===== src/verilog/mskPkg.sv =====
package mskPkg;

	////////////////////////////////////////
	// Host side and FIFO storage
	////////////////////////////////////////

	// One host write carries a nibble
	localparam int NIBBLE_WIDTH    = 4;
	localparam int FIFO_DEPTH      = 8;
	localparam int FIFO_BITS       = FIFO_DEPTH * NIBBLE_WIDTH;
	localparam int PTR_WIDTH       = $clog2(FIFO_DEPTH);
	localparam int BIT_INDEX_WIDTH = $clog2(NIBBLE_WIDTH);
	// Counter has to reach FIFO_BITS itself
	localparam int COUNT_WIDTH     = $clog2(FIFO_BITS + 1);

	////////////////////////////////////////
	// Modulator timing and shaping
	////////////////////////////////////////

	// Signed two's complement I and Q samples
	localparam int SAMPLE_WIDTH    = 4;
	// Clocks per consumed bit, also the Q offset in samples
	localparam int SAMPLES_PER_BIT = 4;
	// One I or Q symbol spans two bit periods
	localparam int SYMBOL_PHASES   = 8;
	localparam int PHASE_WIDTH     = $clog2(SYMBOL_PHASES);
	localparam int MAG_WIDTH       = 3;

	// Phase of the Q pop point
	localparam logic [PHASE_WIDTH-1:0] Q_OFFSET = PHASE_WIDTH'(SAMPLES_PER_BIT);

	// Half-sine magnitudes, indexed by symbol phase
	localparam logic [MAG_WIDTH-1:0] HALF_SINE [SYMBOL_PHASES] = '{
		3'd0, 3'd2, 3'd4, 3'd6, 3'd7, 3'd6, 3'd4, 3'd2
	};

endpackage


===== src/verilog/bitFifo.sv =====
`timescale 1ns/1ps

module bitFifo (
	input  logic                            i_clock,
	input  logic                            i_reset,

	input  logic                            i_writeEnable,
	input  logic [mskPkg::NIBBLE_WIDTH-1:0] i_data,
	input  logic                            i_readEnable,

	output logic                            o_bit,
	output logic                            o_empty,
	output logic                            o_full
);
	import mskPkg::*;

	////////////////////////////////////////
	// Storage and pointers
	////////////////////////////////////////

	logic [NIBBLE_WIDTH-1:0]    mem [FIFO_DEPTH];

	logic [PTR_WIDTH-1:0]       writePtr;
	logic [PTR_WIDTH-1:0]       readPtr;
	// Position of the head bit inside the head nibble
	logic [BIT_INDEX_WIDTH-1:0] bitIndex;
	// Number of bits held, 0 to FIFO_BITS
	logic [COUNT_WIDTH-1:0]     bitCount;

	logic                       writeAccept;
	logic                       popAccept;
	logic                       lastBitOfNibble;
	logic [NIBBLE_WIDTH-1:0]    headNibble;

	////////////////////////////////////////
	// Levels and strobes
	////////////////////////////////////////

	// Empty and full come from the bit counter only
	assign o_empty = (bitCount == '0);

	// Full means no room left for a whole nibble
	assign o_full  = (bitCount > COUNT_WIDTH'(FIFO_BITS - NIBBLE_WIDTH));

	// A write into a full FIFO is simply lost
	assign writeAccept = i_writeEnable && !o_full;
	assign popAccept   = i_readEnable && !o_empty;

	assign lastBitOfNibble = (bitIndex == BIT_INDEX_WIDTH'(NIBBLE_WIDTH - 1));

	// First word fall through, LSB of each nibble goes out first
	assign headNibble = mem[readPtr];
	assign o_bit      = headNibble[bitIndex];

	////////////////////////////////////////
	// Nibble memory
	////////////////////////////////////////

	always_ff @(posedge i_clock) begin
		if (writeAccept) begin
			mem[writePtr] <= i_data;
		end
	end

	////////////////////////////////////////
	// Pointer and counter update
	////////////////////////////////////////

	always_ff @(posedge i_clock) begin
		if (i_reset) begin
			writePtr <= '0;
			readPtr  <= '0;
			bitIndex <= '0;
			bitCount <= '0;
		end else begin
			if (writeAccept) begin
				writePtr <= writePtr + PTR_WIDTH'(1);
			end

			// Bit index wraps on its own, read pointer follows it
			if (popAccept) begin
				bitIndex <= bitIndex + BIT_INDEX_WIDTH'(1);
				if (lastBitOfNibble) begin
					readPtr <= readPtr + PTR_WIDTH'(1);
				end
			end

			// Write and pop in one cycle are both honored
			case ({writeAccept, popAccept})
				2'b10: begin
					bitCount <= bitCount + COUNT_WIDTH'(NIBBLE_WIDTH);
				end
				2'b01: begin
					bitCount <= bitCount - COUNT_WIDTH'(1);
				end
				2'b11: begin
					bitCount <= bitCount + COUNT_WIDTH'(NIBBLE_WIDTH - 1);
				end
				default: begin
					bitCount <= bitCount;
				end
			endcase
		end
	end

endmodule


===== src/verilog/mskModulator.sv =====
`timescale 1ns/1ps

module mskModulator (
	input  logic                                   i_clock,
	input  logic                                   i_reset,

	// Head of the bit FIFO
	input  logic                                   i_bit,
	input  logic                                   i_empty,
	output logic                                   o_read,

	// Sample stream
	output logic                                   o_active,
	output logic signed [mskPkg::SAMPLE_WIDTH-1:0] o_sinI,
	output logic signed [mskPkg::SAMPLE_WIDTH-1:0] o_sinQ
);
	import mskPkg::*;

	////////////////////////////////////////
	// State
	////////////////////////////////////////

	logic                           running;
	// Phase of the current cycle, one ahead of the sample it registers
	logic [PHASE_WIDTH-1:0]         phase;
	// Symbols hold +1, -1, or 0 before the first bit of a run
	logic signed [1:0]              symI;
	logic signed [1:0]              symQ;

	////////////////////////////////////////
	// Combinational helpers
	////////////////////////////////////////

	logic                           popPoint;
	logic signed [1:0]              newSymbol;
	logic [PHASE_WIDTH-1:0]         shapePhaseI;
	logic [PHASE_WIDTH-1:0]         shapePhaseQ;
	logic signed [SAMPLE_WIDTH-1:0] nextSinI;
	logic signed [SAMPLE_WIDTH-1:0] nextSinQ;

	// Symbol times half-sine magnitude
	function automatic logic signed [SAMPLE_WIDTH-1:0] shapeSample(
		input logic signed [1:0]     symbol,
		input logic [MAG_WIDTH-1:0]  magnitude
	);
		logic signed [SAMPLE_WIDTH-1:0] scaled;
		scaled = signed'({{(SAMPLE_WIDTH - MAG_WIDTH){1'b0}}, magnitude});
		case (symbol)
			2'sb01: begin
				shapeSample = scaled;
			end
			2'sb11: begin
				shapeSample = -scaled;
			end
			default: begin
				shapeSample = '0;
			end
		endcase
	endfunction

	// Pop points every SAMPLES_PER_BIT clocks, I at 0 and Q at the offset.
	// Idle always sits at phase 0, so a waiting bit is taken right away
	assign popPoint = (phase == '0) || (phase == Q_OFFSET);
	assign o_read   = popPoint && !i_empty;

	// Bit 1 maps to +1, bit 0 to -1
	assign newSymbol = i_bit ? 2'sb01 : 2'sb11;

	// Sample registered this cycle belongs to the previous phase
	assign shapePhaseI = phase - PHASE_WIDTH'(1);
	// Q runs SAMPLES_PER_BIT behind I
	assign shapePhaseQ = shapePhaseI + Q_OFFSET;

	assign nextSinI = shapeSample(symI, HALF_SINE[shapePhaseI]);
	assign nextSinQ = shapeSample(symQ, HALF_SINE[shapePhaseQ]);

	////////////////////////////////////////
	// Run control, symbols and samples
	////////////////////////////////////////

	always_ff @(posedge i_clock) begin
		if (i_reset) begin
			running  <= 1'b0;
			phase    <= '0;
			symI     <= '0;
			symQ     <= '0;
			o_active <= 1'b0;
			o_sinI   <= '0;
			o_sinQ   <= '0;
		end else if (!running) begin
			// Start of a run, first bit always lands on I
			if (!i_empty) begin
				running <= 1'b1;
				symI    <= newSymbol;
				phase   <= PHASE_WIDTH'(1);
			end
		end else if (popPoint && i_empty) begin
			// Underflow, drop back to idle and silence both channels
			running  <= 1'b0;
			phase    <= '0;
			symI     <= '0;
			symQ     <= '0;
			o_active <= 1'b0;
			o_sinI   <= '0;
			o_sinQ   <= '0;
		end else begin
			o_active <= 1'b1;
			o_sinI   <= nextSinI;
			o_sinQ   <= nextSinQ;
			phase    <= phase + PHASE_WIDTH'(1);

			// New symbol shows up from the next sample on
			if (o_read) begin
				if (phase == '0) begin
					symI <= newSymbol;
				end else begin
					symQ <= newSymbol;
				end
			end
		end
	end

endmodule


===== src/verilog/mskTransmitter.sv =====
`timescale 1ns/1ps

module mskTransmitter (
	input  logic                                   i_clock,
	input  logic                                   i_reset,

	input  logic                                   i_writeEnable,
	input  logic [mskPkg::NIBBLE_WIDTH-1:0]        i_data,
	output logic                                   o_full,

	output logic                                   o_active,
	output logic signed [mskPkg::SAMPLE_WIDTH-1:0] o_sinI,
	output logic signed [mskPkg::SAMPLE_WIDTH-1:0] o_sinQ
);

	////////////////////////////////////////
	// FIFO to modulator wires
	////////////////////////////////////////

	logic fifoBit;
	logic fifoEmpty;
	logic fifoRead;

	////////////////////////////////////////
	// Bit FIFO
	////////////////////////////////////////

	bitFifo u_bitFifo (
		.i_clock       (i_clock       ),
		.i_reset       (i_reset       ),
		.i_writeEnable (i_writeEnable ),
		.i_data        (i_data        ),
		.i_readEnable  (fifoRead      ),
		.o_bit         (fifoBit       ),
		.o_empty       (fifoEmpty     ),
		.o_full        (o_full        )
	);

	////////////////////////////////////////
	// MSK modulator
	////////////////////////////////////////

	mskModulator u_modulator (
		.i_clock       (i_clock       ),
		.i_reset       (i_reset       ),
		.i_bit         (fifoBit       ),
		.i_empty       (fifoEmpty     ),
		.o_read        (fifoRead      ),
		.o_active      (o_active      ),
		.o_sinI        (o_sinI        ),
		.o_sinQ        (o_sinQ        )
	);

endmodule


===== config.mk =====
export PLATFORM = sky130hd
export DESIGN_NAME = mskTransmitter
export DESIGN_NICKNAME = d
export VERILOG_FILES = /design/src/verilog/mskPkg.sv /design/src/verilog/bitFifo.sv /design/src/verilog/mskModulator.sv /design/src/verilog/mskTransmitter.sv
export SDC_FILE = /design/constraint.sdc
export NUM_CORES = 1
export LEC_CHECK = 0
export ABC_AREA = 1
export ABC_CLOCK_PERIOD_IN_PS = 4300
export BUFFER_PORTS_ARGS = -buffer_cell sky130_fd_sc_hd__buf_4
export CAP_MARGIN = 30
export CORE_UTILIZATION = 48
export DETAILED_ROUTE_END_ITERATION = 7
export PLACE_DENSITY = 0.61
export SYNTH_ARGS = -nofsm -noshare
export SYNTH_HDL_FRONTEND = slang
export SYNTH_SLANG_ARGS = --single-unit

===== constraint.sdc =====
create_clock -name i_clock -period 4.3 [get_ports i_clock]
set_clock_uncertainty 0.15 [all_clocks]
set_input_delay 0.43 -clock i_clock [delete_from_list [all_inputs] [get_ports i_clock]]
set_output_delay 0.43 -clock i_clock [all_outputs]
set_load 0.005 [all_outputs]

==> results of run 1 <==
## metal layers
| layer | share of wire | wire, um | vias to the layer above | GRT usage |
|---|---|---|---|---|
| li1 | - | - | 1256 | - |
| met3 | 0.035 | 224 | 13 | 0.05666 |
| met1 | 0.47 | 3034 | 1090 | 0.2539 |
| met2 | 0.47 | 3059 | 35 | 0.3428 |
| met4 | 0.022 | 142 | 0 | 0.09404 |
| met5 | 0 | 0 | - | 0 |
## power by group through the flow
stage	combinational, mW	sequential (mW)	clock (mW)
CTS	0.862	0.836	0.657
global placement	0.848	0.849	0
floorplan	0.695	0.827	0
global route	0.998	0.850	0.688
finish	0.857	0.837	0.645
detailed placement	0.860	0.851	0
## state kept, by name (all words and copies together) (netlist names), named ones only
name / flops
u_modulator.o_sinI: 4
u_modulator.o_sinQ: 4
u_modulator.symQ: 2
u_bitFifo.bitIndex: 2
u_bitFifo.bitCount: 6
u_bitFifo.readPtr: 3
u_bitFifo.writePtr: 3
u_bitFifo.mem: 32
u_modulator.phase: 3
u_modulator.symI: 2
u_modulator.o_active: 1
u_modulator.running: 1
## through the flow
stage	cell area (um2)	setup WS, ns	hold WS [ns]
after CTS	3592	1.643	0.1833
final	3592	1.661	0.1845
after global routing	3592	1.356	0.1692
after floorplan	3174	1.887	0.2932
after global placement	3343	1.746	0.3085
after detailed placement	3343	1.649	0.3140
## cell usage in the layout, fill, tap and decap left out, types with 2 or more instances in the layout
cell,n
nand2_1,99
dfxtp_1,34
nand3_1,33
a21oi_1,32
edfxtp_1,32
nor2_1,26
inv_1,25
buf_4,16
ha_1,14
o21ai_0,13
inv_2,10
clkbuf_8,9
o21ai_1,6
a21oi_2,4
nor2_4,3
inv_4,3
nand2_2,3
a31oi_1,3
xor2_1,3
bufinv_16,3
nor2_2,2
nand2_4,2
o211ai_1,2
inv_6,2
clkinv_4,2
## synthesized netlist by cell type, drive strengths merged
cell type	instances
nand2	104
inv	38
a21oi	36
nand3	35
dfxtp	34
edfxtp	32
nor2	31
o21ai	20
ha	14
buf	5
a31oi	3
xor2	3
clkbuf	2
nand3b	2
o211ai	2
a22oi	1
and2	1
clkinv	1
o32ai	1
or2	1
## final timing paths
kind                               from               endpoint  slack [ns]  depth (start not counted)
hold / removal                i_data[1]    u_bitFifo.mem[4][1]        0.18                          1
setup / recovery  u_bitFifo.bitCount[2]  u_bitFifo.bitCount[3]        1.66                         12
setup reg to reg  u_bitFifo.bitCount[2]  u_bitFifo.bitCount[3]        1.66                         12
hold reg to reg   u_modulator.o_sinI[1]  u_modulator.o_sinI[1]        0.32                          2
## kinds of logic (layout without fill, tap and decap cells)
| logic type | count (synthesis) | in the layout | synth area share |
|---|---|---|---|
| fa+ha+maj | 14 | 14 | 0.05518 |
| xor+xnor | 3 | 3 | 0.008279 |
| compound gates | 63 | 63 | 0.1100 |
| buf+inv | 46 | 71 | 0.06346 |
| flops | 66 | 66 | 0.5171 |
| simple gates | 174 | 174 | 0.2460 |
## worst max-delay path, stage by stage (launching register included)
cell     delay [ns]
dfxtp_1        0.42
inv_1          0.09
ha_1           0.22
nand3_2        0.12
inv_2          0.06
nor2_4         0.27
nand2_1        0.16
ha_1           0.34
a21oi_1        0.19
o21ai_0        0.13
xor2_1         0.15
o21ai_0        0.15
a21oi_1        0.08
## layout make-up
class	count	area, um2	area share
multi-input combinational	254	1331	0.3706
clock buffer	9	123.9	0.03448
clock inverter	7	125.1	0.03483
sequential	66	1642	0.4570
timing repair buffer	16	120.1	0.03344
inverter	39	153.9	0.04284
tap	77	96.34	0.02682
==> impl_metrics.json, run 1 <==
{
  "antenna_found_initial": 0,
  "routed_via_density": 5.115,
  "cp_data_arrival_time_ns": 2.72,
  "wl_um": 6460,
  "swShare": 0.3827,
  "dp_hpwl_um": 4730,
  "numPortBuffers": 16,
  "syn-num-nets": 387,
  "grt_max_degree": 24,
  "drive_above_1_share": 0.1637,
  "crit_type": "reg2reg",
  "ys_ff_latch": 66,
  "synth_top_area_share": 0.3027,
  "dp.cells": 452,
  "tightest_slew_ns": 0.6260,
  "setup_viol": 0,
  "startpoint_type": "flip-flop",
  "cp_max_fo": 15,
  "synth_cell_types": 34,
  "cts_buffers": 9,
  "switchingPower_mw": 0.8950,
  "period_share": 0.6136,
  "fp.dieH_um": 83.32,
  "maxSlewHeadroom": 0.5821,
  "syn_avg_cell_area_um2": 8.673,
  "drtPass1Iterations": 4,
  "cts_setup_buffers": 0,
  "io_pins": 17,
  "grt_pass1_vias": 2390,
  "clock_latency_ns": 0.34,
  "fillCellCount": 590,
  "grt_usage": 0.2079,
  "ys_warn_count": 0,
  "p_clk_frac": 0.276,
  "clkSinkCount": 66,
  "powerDensity_nw_per_um2": 651.1,
  "combPwrFrac": 0.366,
  "dr.first_iter.drc_count": 117,
  "cts_buffer_depth": 2,
  "setup_tns_ns": 0,
  "rows": 29,
  "timing_hold_violations_final": 0,
  "drv_slew": 0,
  "cp.required_ns": 4.38,
  "hold_class": "in2reg",
  "fin_util": 0.5657,
  "cts_hold_buffers": 0,
  "stdcell_count": 468,
  "num_vias": 2394,
  "pwr-share-seq": 0.358,
  "max_freq_mhz": 379.0,
  "timing.final.crit_period_ns": 2.639,
  "cts.repair.resized": 0,
  "syn_inst": 366,
  "total_power_mw": 2.339,
  "syn2layout_area_growth_pct": 13.17,
  "synthesis.area_um2": 3174,
  "drcViolationCount": 0,
  "chipWidth_um": 83.32,
  "place.gp.congestion": 0.8530,
  "die_area_um2": 6942,
  "p_leak_nw": 1.446,
  "synth_top_area_cell": "edfxtp_1",
  "final_nets": 407,
  "wl_per_cell_um": 13.80,
  "grt_pass1_wl_um": 11110,
  "intPower_mw": 1.444,
  "grt_overflow": 0,
  "root_buffer": "clkbuf_8",
  "ir_worst_vdd_mv": 0.3942,
  "rsz0062_at_grt": "false",
  "yosysSeqAreaShare": 0.5171,
  "h-tree-depth": 3,
  "antennaDiodeCount": 0,
  "crit_path_end_kind": "flip-flop",
  "outcome": "finished clean",
  "start_util": 0.4999,
  "cts_tree": "built",
  "path_clk_slew_ns": 0.07,
  "maxCapViolations": 0,
  "coreArea_um2": 6350,
  "ant_nets": 0,
  "synthTopCellsByArea": "edfxtp_1 30%, dfxtp_1 21%, nand2_1 12%, ha_1 5.5%, nand3_1 5.2%"
}
No activity file was read; power rests on OpenSTA's default activity.
==> run 2, diff against run 1 <==
ABC_CLOCK_PERIOD_IN_PS = 2700   (was 4300)
clock period = 2.7 ns   (was 4.3 ns; I/O delays follow)
==> impl_metrics.json, run 2 (synthesis gave the netlist of run 1 again) <==
{
  "outcome": "finished clean",
  "ant_nets": 0,
  "dp.cells": 453,
  "total_power_mw": 3.535,
  "drive_above_1_share": 0.1658,
  "critPathMaxStageDelay_ns": 0.37,
  "cp_slowest_cell": "dfxtp_1",
  "timing_hold_violations_final": 0,
  "grt_pass1_vias": 2355,
  "timing.hold.ws_ns": 0.02992,
  "clock_latency_ns": 0.34,
  "hold_class": "in2reg",
  "ir_worst_vdd_mv": 0.5614,
  "root_buffer": "clkbuf_8",
  "grt_usage": 0.2067,
  "num_vias": 2421,
  "clkSinkCount": 66,
  "cp_max_fo": 7,
  "pwr-share-seq": 0.377,
  "final_cell_mix": "99 x nand2_1, 34 x dfxtp_1, 33 x nand3_1, 32 x a21oi_1, 32 x edfxtp_1",
  "grt_max_degree": 24,
  "rows": 29,
  "reg_top3": "u_bitFifo.mem: 32 flops, u_bitFifo.bitCount: 6 flops",
  "largest_reg_flops": 32,
  "max_freq_mhz": 406.7,
  "rrSetupSlack_ns": 0.24,
  "switchingPower_mw": 1.426,
  "design_area_um2": 3548,
  "stdcell_count": 469,
  "cts_buffers": 9,
  "cp.buffers_inverters": 2,
  "routed_via_density": 5.162,
  "largest_register": "u_bitFifo.mem",
  "crit_chain": "inv_1, ha_1, nand3b_2, nand3_4, inv_4, nand2_1, ha_1, a21oi_1, o21ai_0, xor2_1, o21ai_0, a21oi_1",
  "cts_tree": "built",
  "cp.required_ns": 2.77,
  "placed_area_um2": 3351,
  "grt_overflow": 0,
  "setup_tns_ns": 0,
  "die_area_um2": 6942,
  "crit_type": "reg2reg",
  "cts.repair.resized": 0,
  "crit_path_end_kind": "flip-flop",
  "p_clk_frac": 0.230,
  "intPower_mw": 2.109,
  "timing.final.crit_period_ns": 2.459,
  "rr_worst_depth": 12,
  "setup_viol": 0,
  "p_leak_nw": 1.428,
  "syn2layout_area_growth_pct": 11.79,
  "maxSlewHeadroom": 0.5918,
  "numPortBuffers": 16,
  "wl_per_cell_um": 13.66,
  "preCtsSetupSlack_ns": 0.2415,
  "cp_data_arrival_time_ns": 2.53,
  "antennaDiodeCount": 0,
  "cts_setup_buffers": 0,
  "layout_commonest_cell": "nand2_1",
  "grt_pass1_wl_um": 11230,
  "drtPass1Iterations": 4,
  "antenna_found_initial": 0,
  "path_clk_slew_ns": 0.08,
  "cts_hold_buffers": 0,
  "combPwrFrac": 0.392,
  "io_pins": 17,
  "drv_slew": 0,
  "fp.dieH_um": 83.32,
  "hold_path_depth": 1,
  "place.gp.congestion": 0.9061,
  "cts_buffer_depth": 2,
  "drcViolationCount": 0,
  "wl_um": 6405,
  "swShare": 0.4034,
  "powerDensity_nw_per_um2": 996.3,
  "dr.first_iter.drc_count": 130,
  "tightest_slew_ns": 0.6114,
  "fin_ws_ns": 0.2410,
  "crit_family": "compound AO/OA/AOI/OAI gates",
  "rsz0062_at_grt": "false",
  "h-tree-depth": 3,
  "startpoint_type": "flip-flop",
  "start_util": 0.4999,
  "maxCapViolations": 0,
  "period_share": 0.9108,
  "dp_hpwl_um": 4710,
  "final_nets": 408,
  "fin_util": 0.5588,
  "coreArea_um2": 6350,
  "chipWidth_um": 83.32,
  "worstSetupPathDepth": 12
}
run 2: cell count changes in the layout (fill, tap and decap cells not counted):
cell / previous run / this run
buf_4: 16 / 17
bufinv_16: 3 / 0
clkbuf_16: 0 / 1
clkbuf_8: 9 / 10
clkinv_2: 0 / 2
clkinv_4: 2 / 1
clkinvlp_4: 0 / 1
inv_6: 2 / 1
run 2: final cells by class:
| type | instances | area [um2] |
|---|---|---|
| Fill cell | 571 | 2801 |
| Sequential cell | 66 | 1642 |
| Multi-Input combinational cell | 254 | 1331 |
| Clock buffer | 11 | 162.7 |
| Inverter | 39 | 153.9 |
| Timing Repair Buffer | 17 | 127.6 |
| Tap cell | 77 | 96.34 |
| Clock inverter | 5 | 35.03 |
run 2: routing by layer:
layer	up-vias	track usage	routed length [um]
met1	1109	0.2633	2988
met4	0	0.1176	80
met3	11	0.03479	223
li1	1261	-	-
met2	40	0.3323	3111
met5	-	0	0
run 2: worst paths after layout:
| check | to | start |
|---|---|---|
| max | u_bitFifo.bitCount[3] | u_bitFifo.bitCount[0] |
| min | u_bitFifo.mem[0][3] | i_data[3] |
| max reg2reg | u_bitFifo.bitCount[3] | u_bitFifo.bitCount[0] |
| min reg2reg | u_modulator.o_sinI[1] | u_modulator.o_sinI[1] |
run 2: power groups by stage:
| stage | combinational [mW] | sequential (mW) | clock (mW) |
|---|---|---|---|
| after CTS | 1.40 | 1.33 | 0.837 |
| after global routing | 1.60 | 1.36 | 0.884 |
| after global placement | 1.37 | 1.35 | 0 |
| final | 1.39 | 1.33 | 0.814 |
| after detailed placement | 1.40 | 1.36 | 0 |
| after floorplan | 1.11 | 1.32 | 0 |
==> run 3, diff against run 2 <==
CORE_ASPECT_RATIO = 0.8   (was unset)
==> impl_metrics.json, run 3 (synthesis gave the netlist of run 1 again) <==
{
  "rows": 26,
  "antenna_found_initial": 0,
  "p_leak_nw": 1.425,
  "crit_top_cell": "ha_1",
  "io_pins": 17,
  "fin_util": 0.5569,
  "maxUsedRoutingLayer": "met4",
  "timing_hold_violations_final": 0,
  "max_freq_mhz": 410.9,
  "fp.dieH_um": 74.74,
  "antennaDiodeCount": 0,
  "setup_viol": 0,
  "drtPass1Iterations": 4,
  "met3_length_um": 256,
  "timing.hold.ws_ns": 0.03427,
  "chipWidth_um": 92.92,
  "ir_worst_vdd_mv": 0.5771,
  "dr_wl_met2_um": 2660,
  "wl_met1_um": 3334,
  "clkSinkCount": 66,
  "path_clk_slew_ns": 0.07,
  "die_area_um2": 6944,
  "maxSlewHeadroom": 0.6859,
  "dr.first_iter.drc_count": 151,
  "drcViolationCount": 0,
  "cts_buffers": 9,
  "fillCellCount": 610,
  "grt_usage": 0.2020,
  "coreArea_um2": 6376,
  "cts_tree": "built",
  "hold_class": "in2reg",
  "cp_data_arrival_time_ns": 2.51,
  "setup_tns_ns": 0,
  "tightest_slew_ns": 0.4694,
  "cp.required_ns": 2.78,
  "powerDensity_nw_per_um2": 984.2,
  "start_util": 0.4978,
  "layout_commonest_cell": "nand2_1",
  "period_share": 0.9013,
  "h-tree-depth": 3,
  "dp_hpwl_um": 4623,
  "cts_buffer_depth": 2,
  "wl_per_cell_um": 13.30,
  "startpoint_type": "flip-flop",
  "timing.final.crit_period_ns": 2.434,
  "largest_register": "u_bitFifo.mem",
  "grt_pass1_vias": 2186,
  "reg_top3": "u_bitFifo.mem: 32 flops, u_bitFifo.bitCount: 6 flops",
  "syn2layout_area_growth_pct": 11.86,
  "grt_pass1_wl_um": 10400,
  "rrSetupSlack_ns": 0.27,
  "cp_max_fo": 7,
  "cts_hold_buffers": 0,
  "grt_overflow": 0,
  "clock_latency_ns": 0.34,
  "crit_chain": "inv_1, ha_1, nand3b_2, nand3_4, inv_4, nand2_1, ha_1, a21oi_2, o21ai_0, xor2_1, o21ai_1, a21oi_1",
  "ant_nets": 0,
  "crit_type": "reg2reg",
  "final_cell_mix": "99 x nand2_1, 34 x dfxtp_1, 33 x nand3_1, 32 x edfxtp_1, 31 x a21oi_1",
  "rsz0062_at_grt": "false",
  "root_buffer": "clkbuf_8",
  "cp_slowest_cell": "dfxtp_1",
  "wl_um": 6346,
  "final-seq-area_um2": 1642,
  "place.gp.congestion": 0.8352,
  "drive_above_1_share": 0.1654,
  "grt_max_degree": 24,
  "num_vias": 2429,
  "final_nets": 409,
  "maxCapViolations": 0,
  "drv_slew": 0,
  "critPathMaxStageDelay_ns": 0.38,
  "numPortBuffers": 16,
  "crit_path_end_kind": "flip-flop",
  "multi_input_area_um2": 1335,
  "outcome": "finished clean",
  "largest_reg_flops": 32,
  "routed_via_density": 5.092
}
run 3: repair_timing:
| item | CTS | global route |
|---|---|---|
| buffers inserted | 0 | 0 |
| gates resized for setup | 0 | 2 |
| endpoints found under the setup margin | 0 | 1 |
run 3: path summary, 6_finish.rpt:
kind,to,startpoint,cells past startpoint
hold reg to reg,u_modulator.o_sinQ[2],u_modulator.o_sinQ[2],2
setup reg to reg,u_bitFifo.bitCount[3],u_bitFifo.bitCount[1],12
hold / removal,u_bitFifo.mem[6][1],i_data[1],1
setup / recovery,u_bitFifo.bitCount[3],u_bitFifo.bitCount[1],12
run 3: cell type report:
cell class,count,area share
Sequential cell,66,0.4623
Inverter,39,0.04334
Clock inverter,4,0.006695
Tap cell,84,0.02960
Multi-Input combinational cell,254,0.3760
Clock buffer,12,0.04405
Timing Repair Buffer,18,0.03806
run 3: per-layer routing:
metal / vias up / track usage
met3: 9 / 0.05758
met1: 1123 / 0.2924
met5: - / 0
met4: 0 / 0.07179
li1: 1259 / -
met2: 38 / 0.2900
run 3: power by group:
part,switching [mW],leakage (nW),internal [mW]
logic,0.903,0.764,0.509
clock network,0.370,0.0918,0.387
registers,0.134,0.568,1.19
total,1.41,1.42,2.09
run 3: stage by stage:
| step | instance area (um2) | total power [mW] | instances | worst slack (ns) |
|---|---|---|---|---|
| 2_1_floorplan | 3174 | 2.424 | 366 | 0.2866 |
| 3_5_place_dp | 3367 | 2.744 | 461 | 0.2573 |
| 6_report | 3551 | 3.495 | 477 | 0.2665 |
| 4_1_cts | 3547 | 3.514 | 477 | 0.2427 |
| 5_1_grt | 3551 | 3.794 | 477 | 0.03236 |
| 3_3_place_gp | 3367 | 2.724 | 461 | 0.3078 |
run 3: worst max-delay path, delay by kind of cell, from the launching register on:
kind / cells / cell delay, ns
fa+ha+maj: 2 / 0.50
simple gates: 3 / 0.49
compound gates: 4 / 0.49
flops: 1 / 0.38
buf+inv: 2 / 0.17
xor+xnor: 1 / 0.15
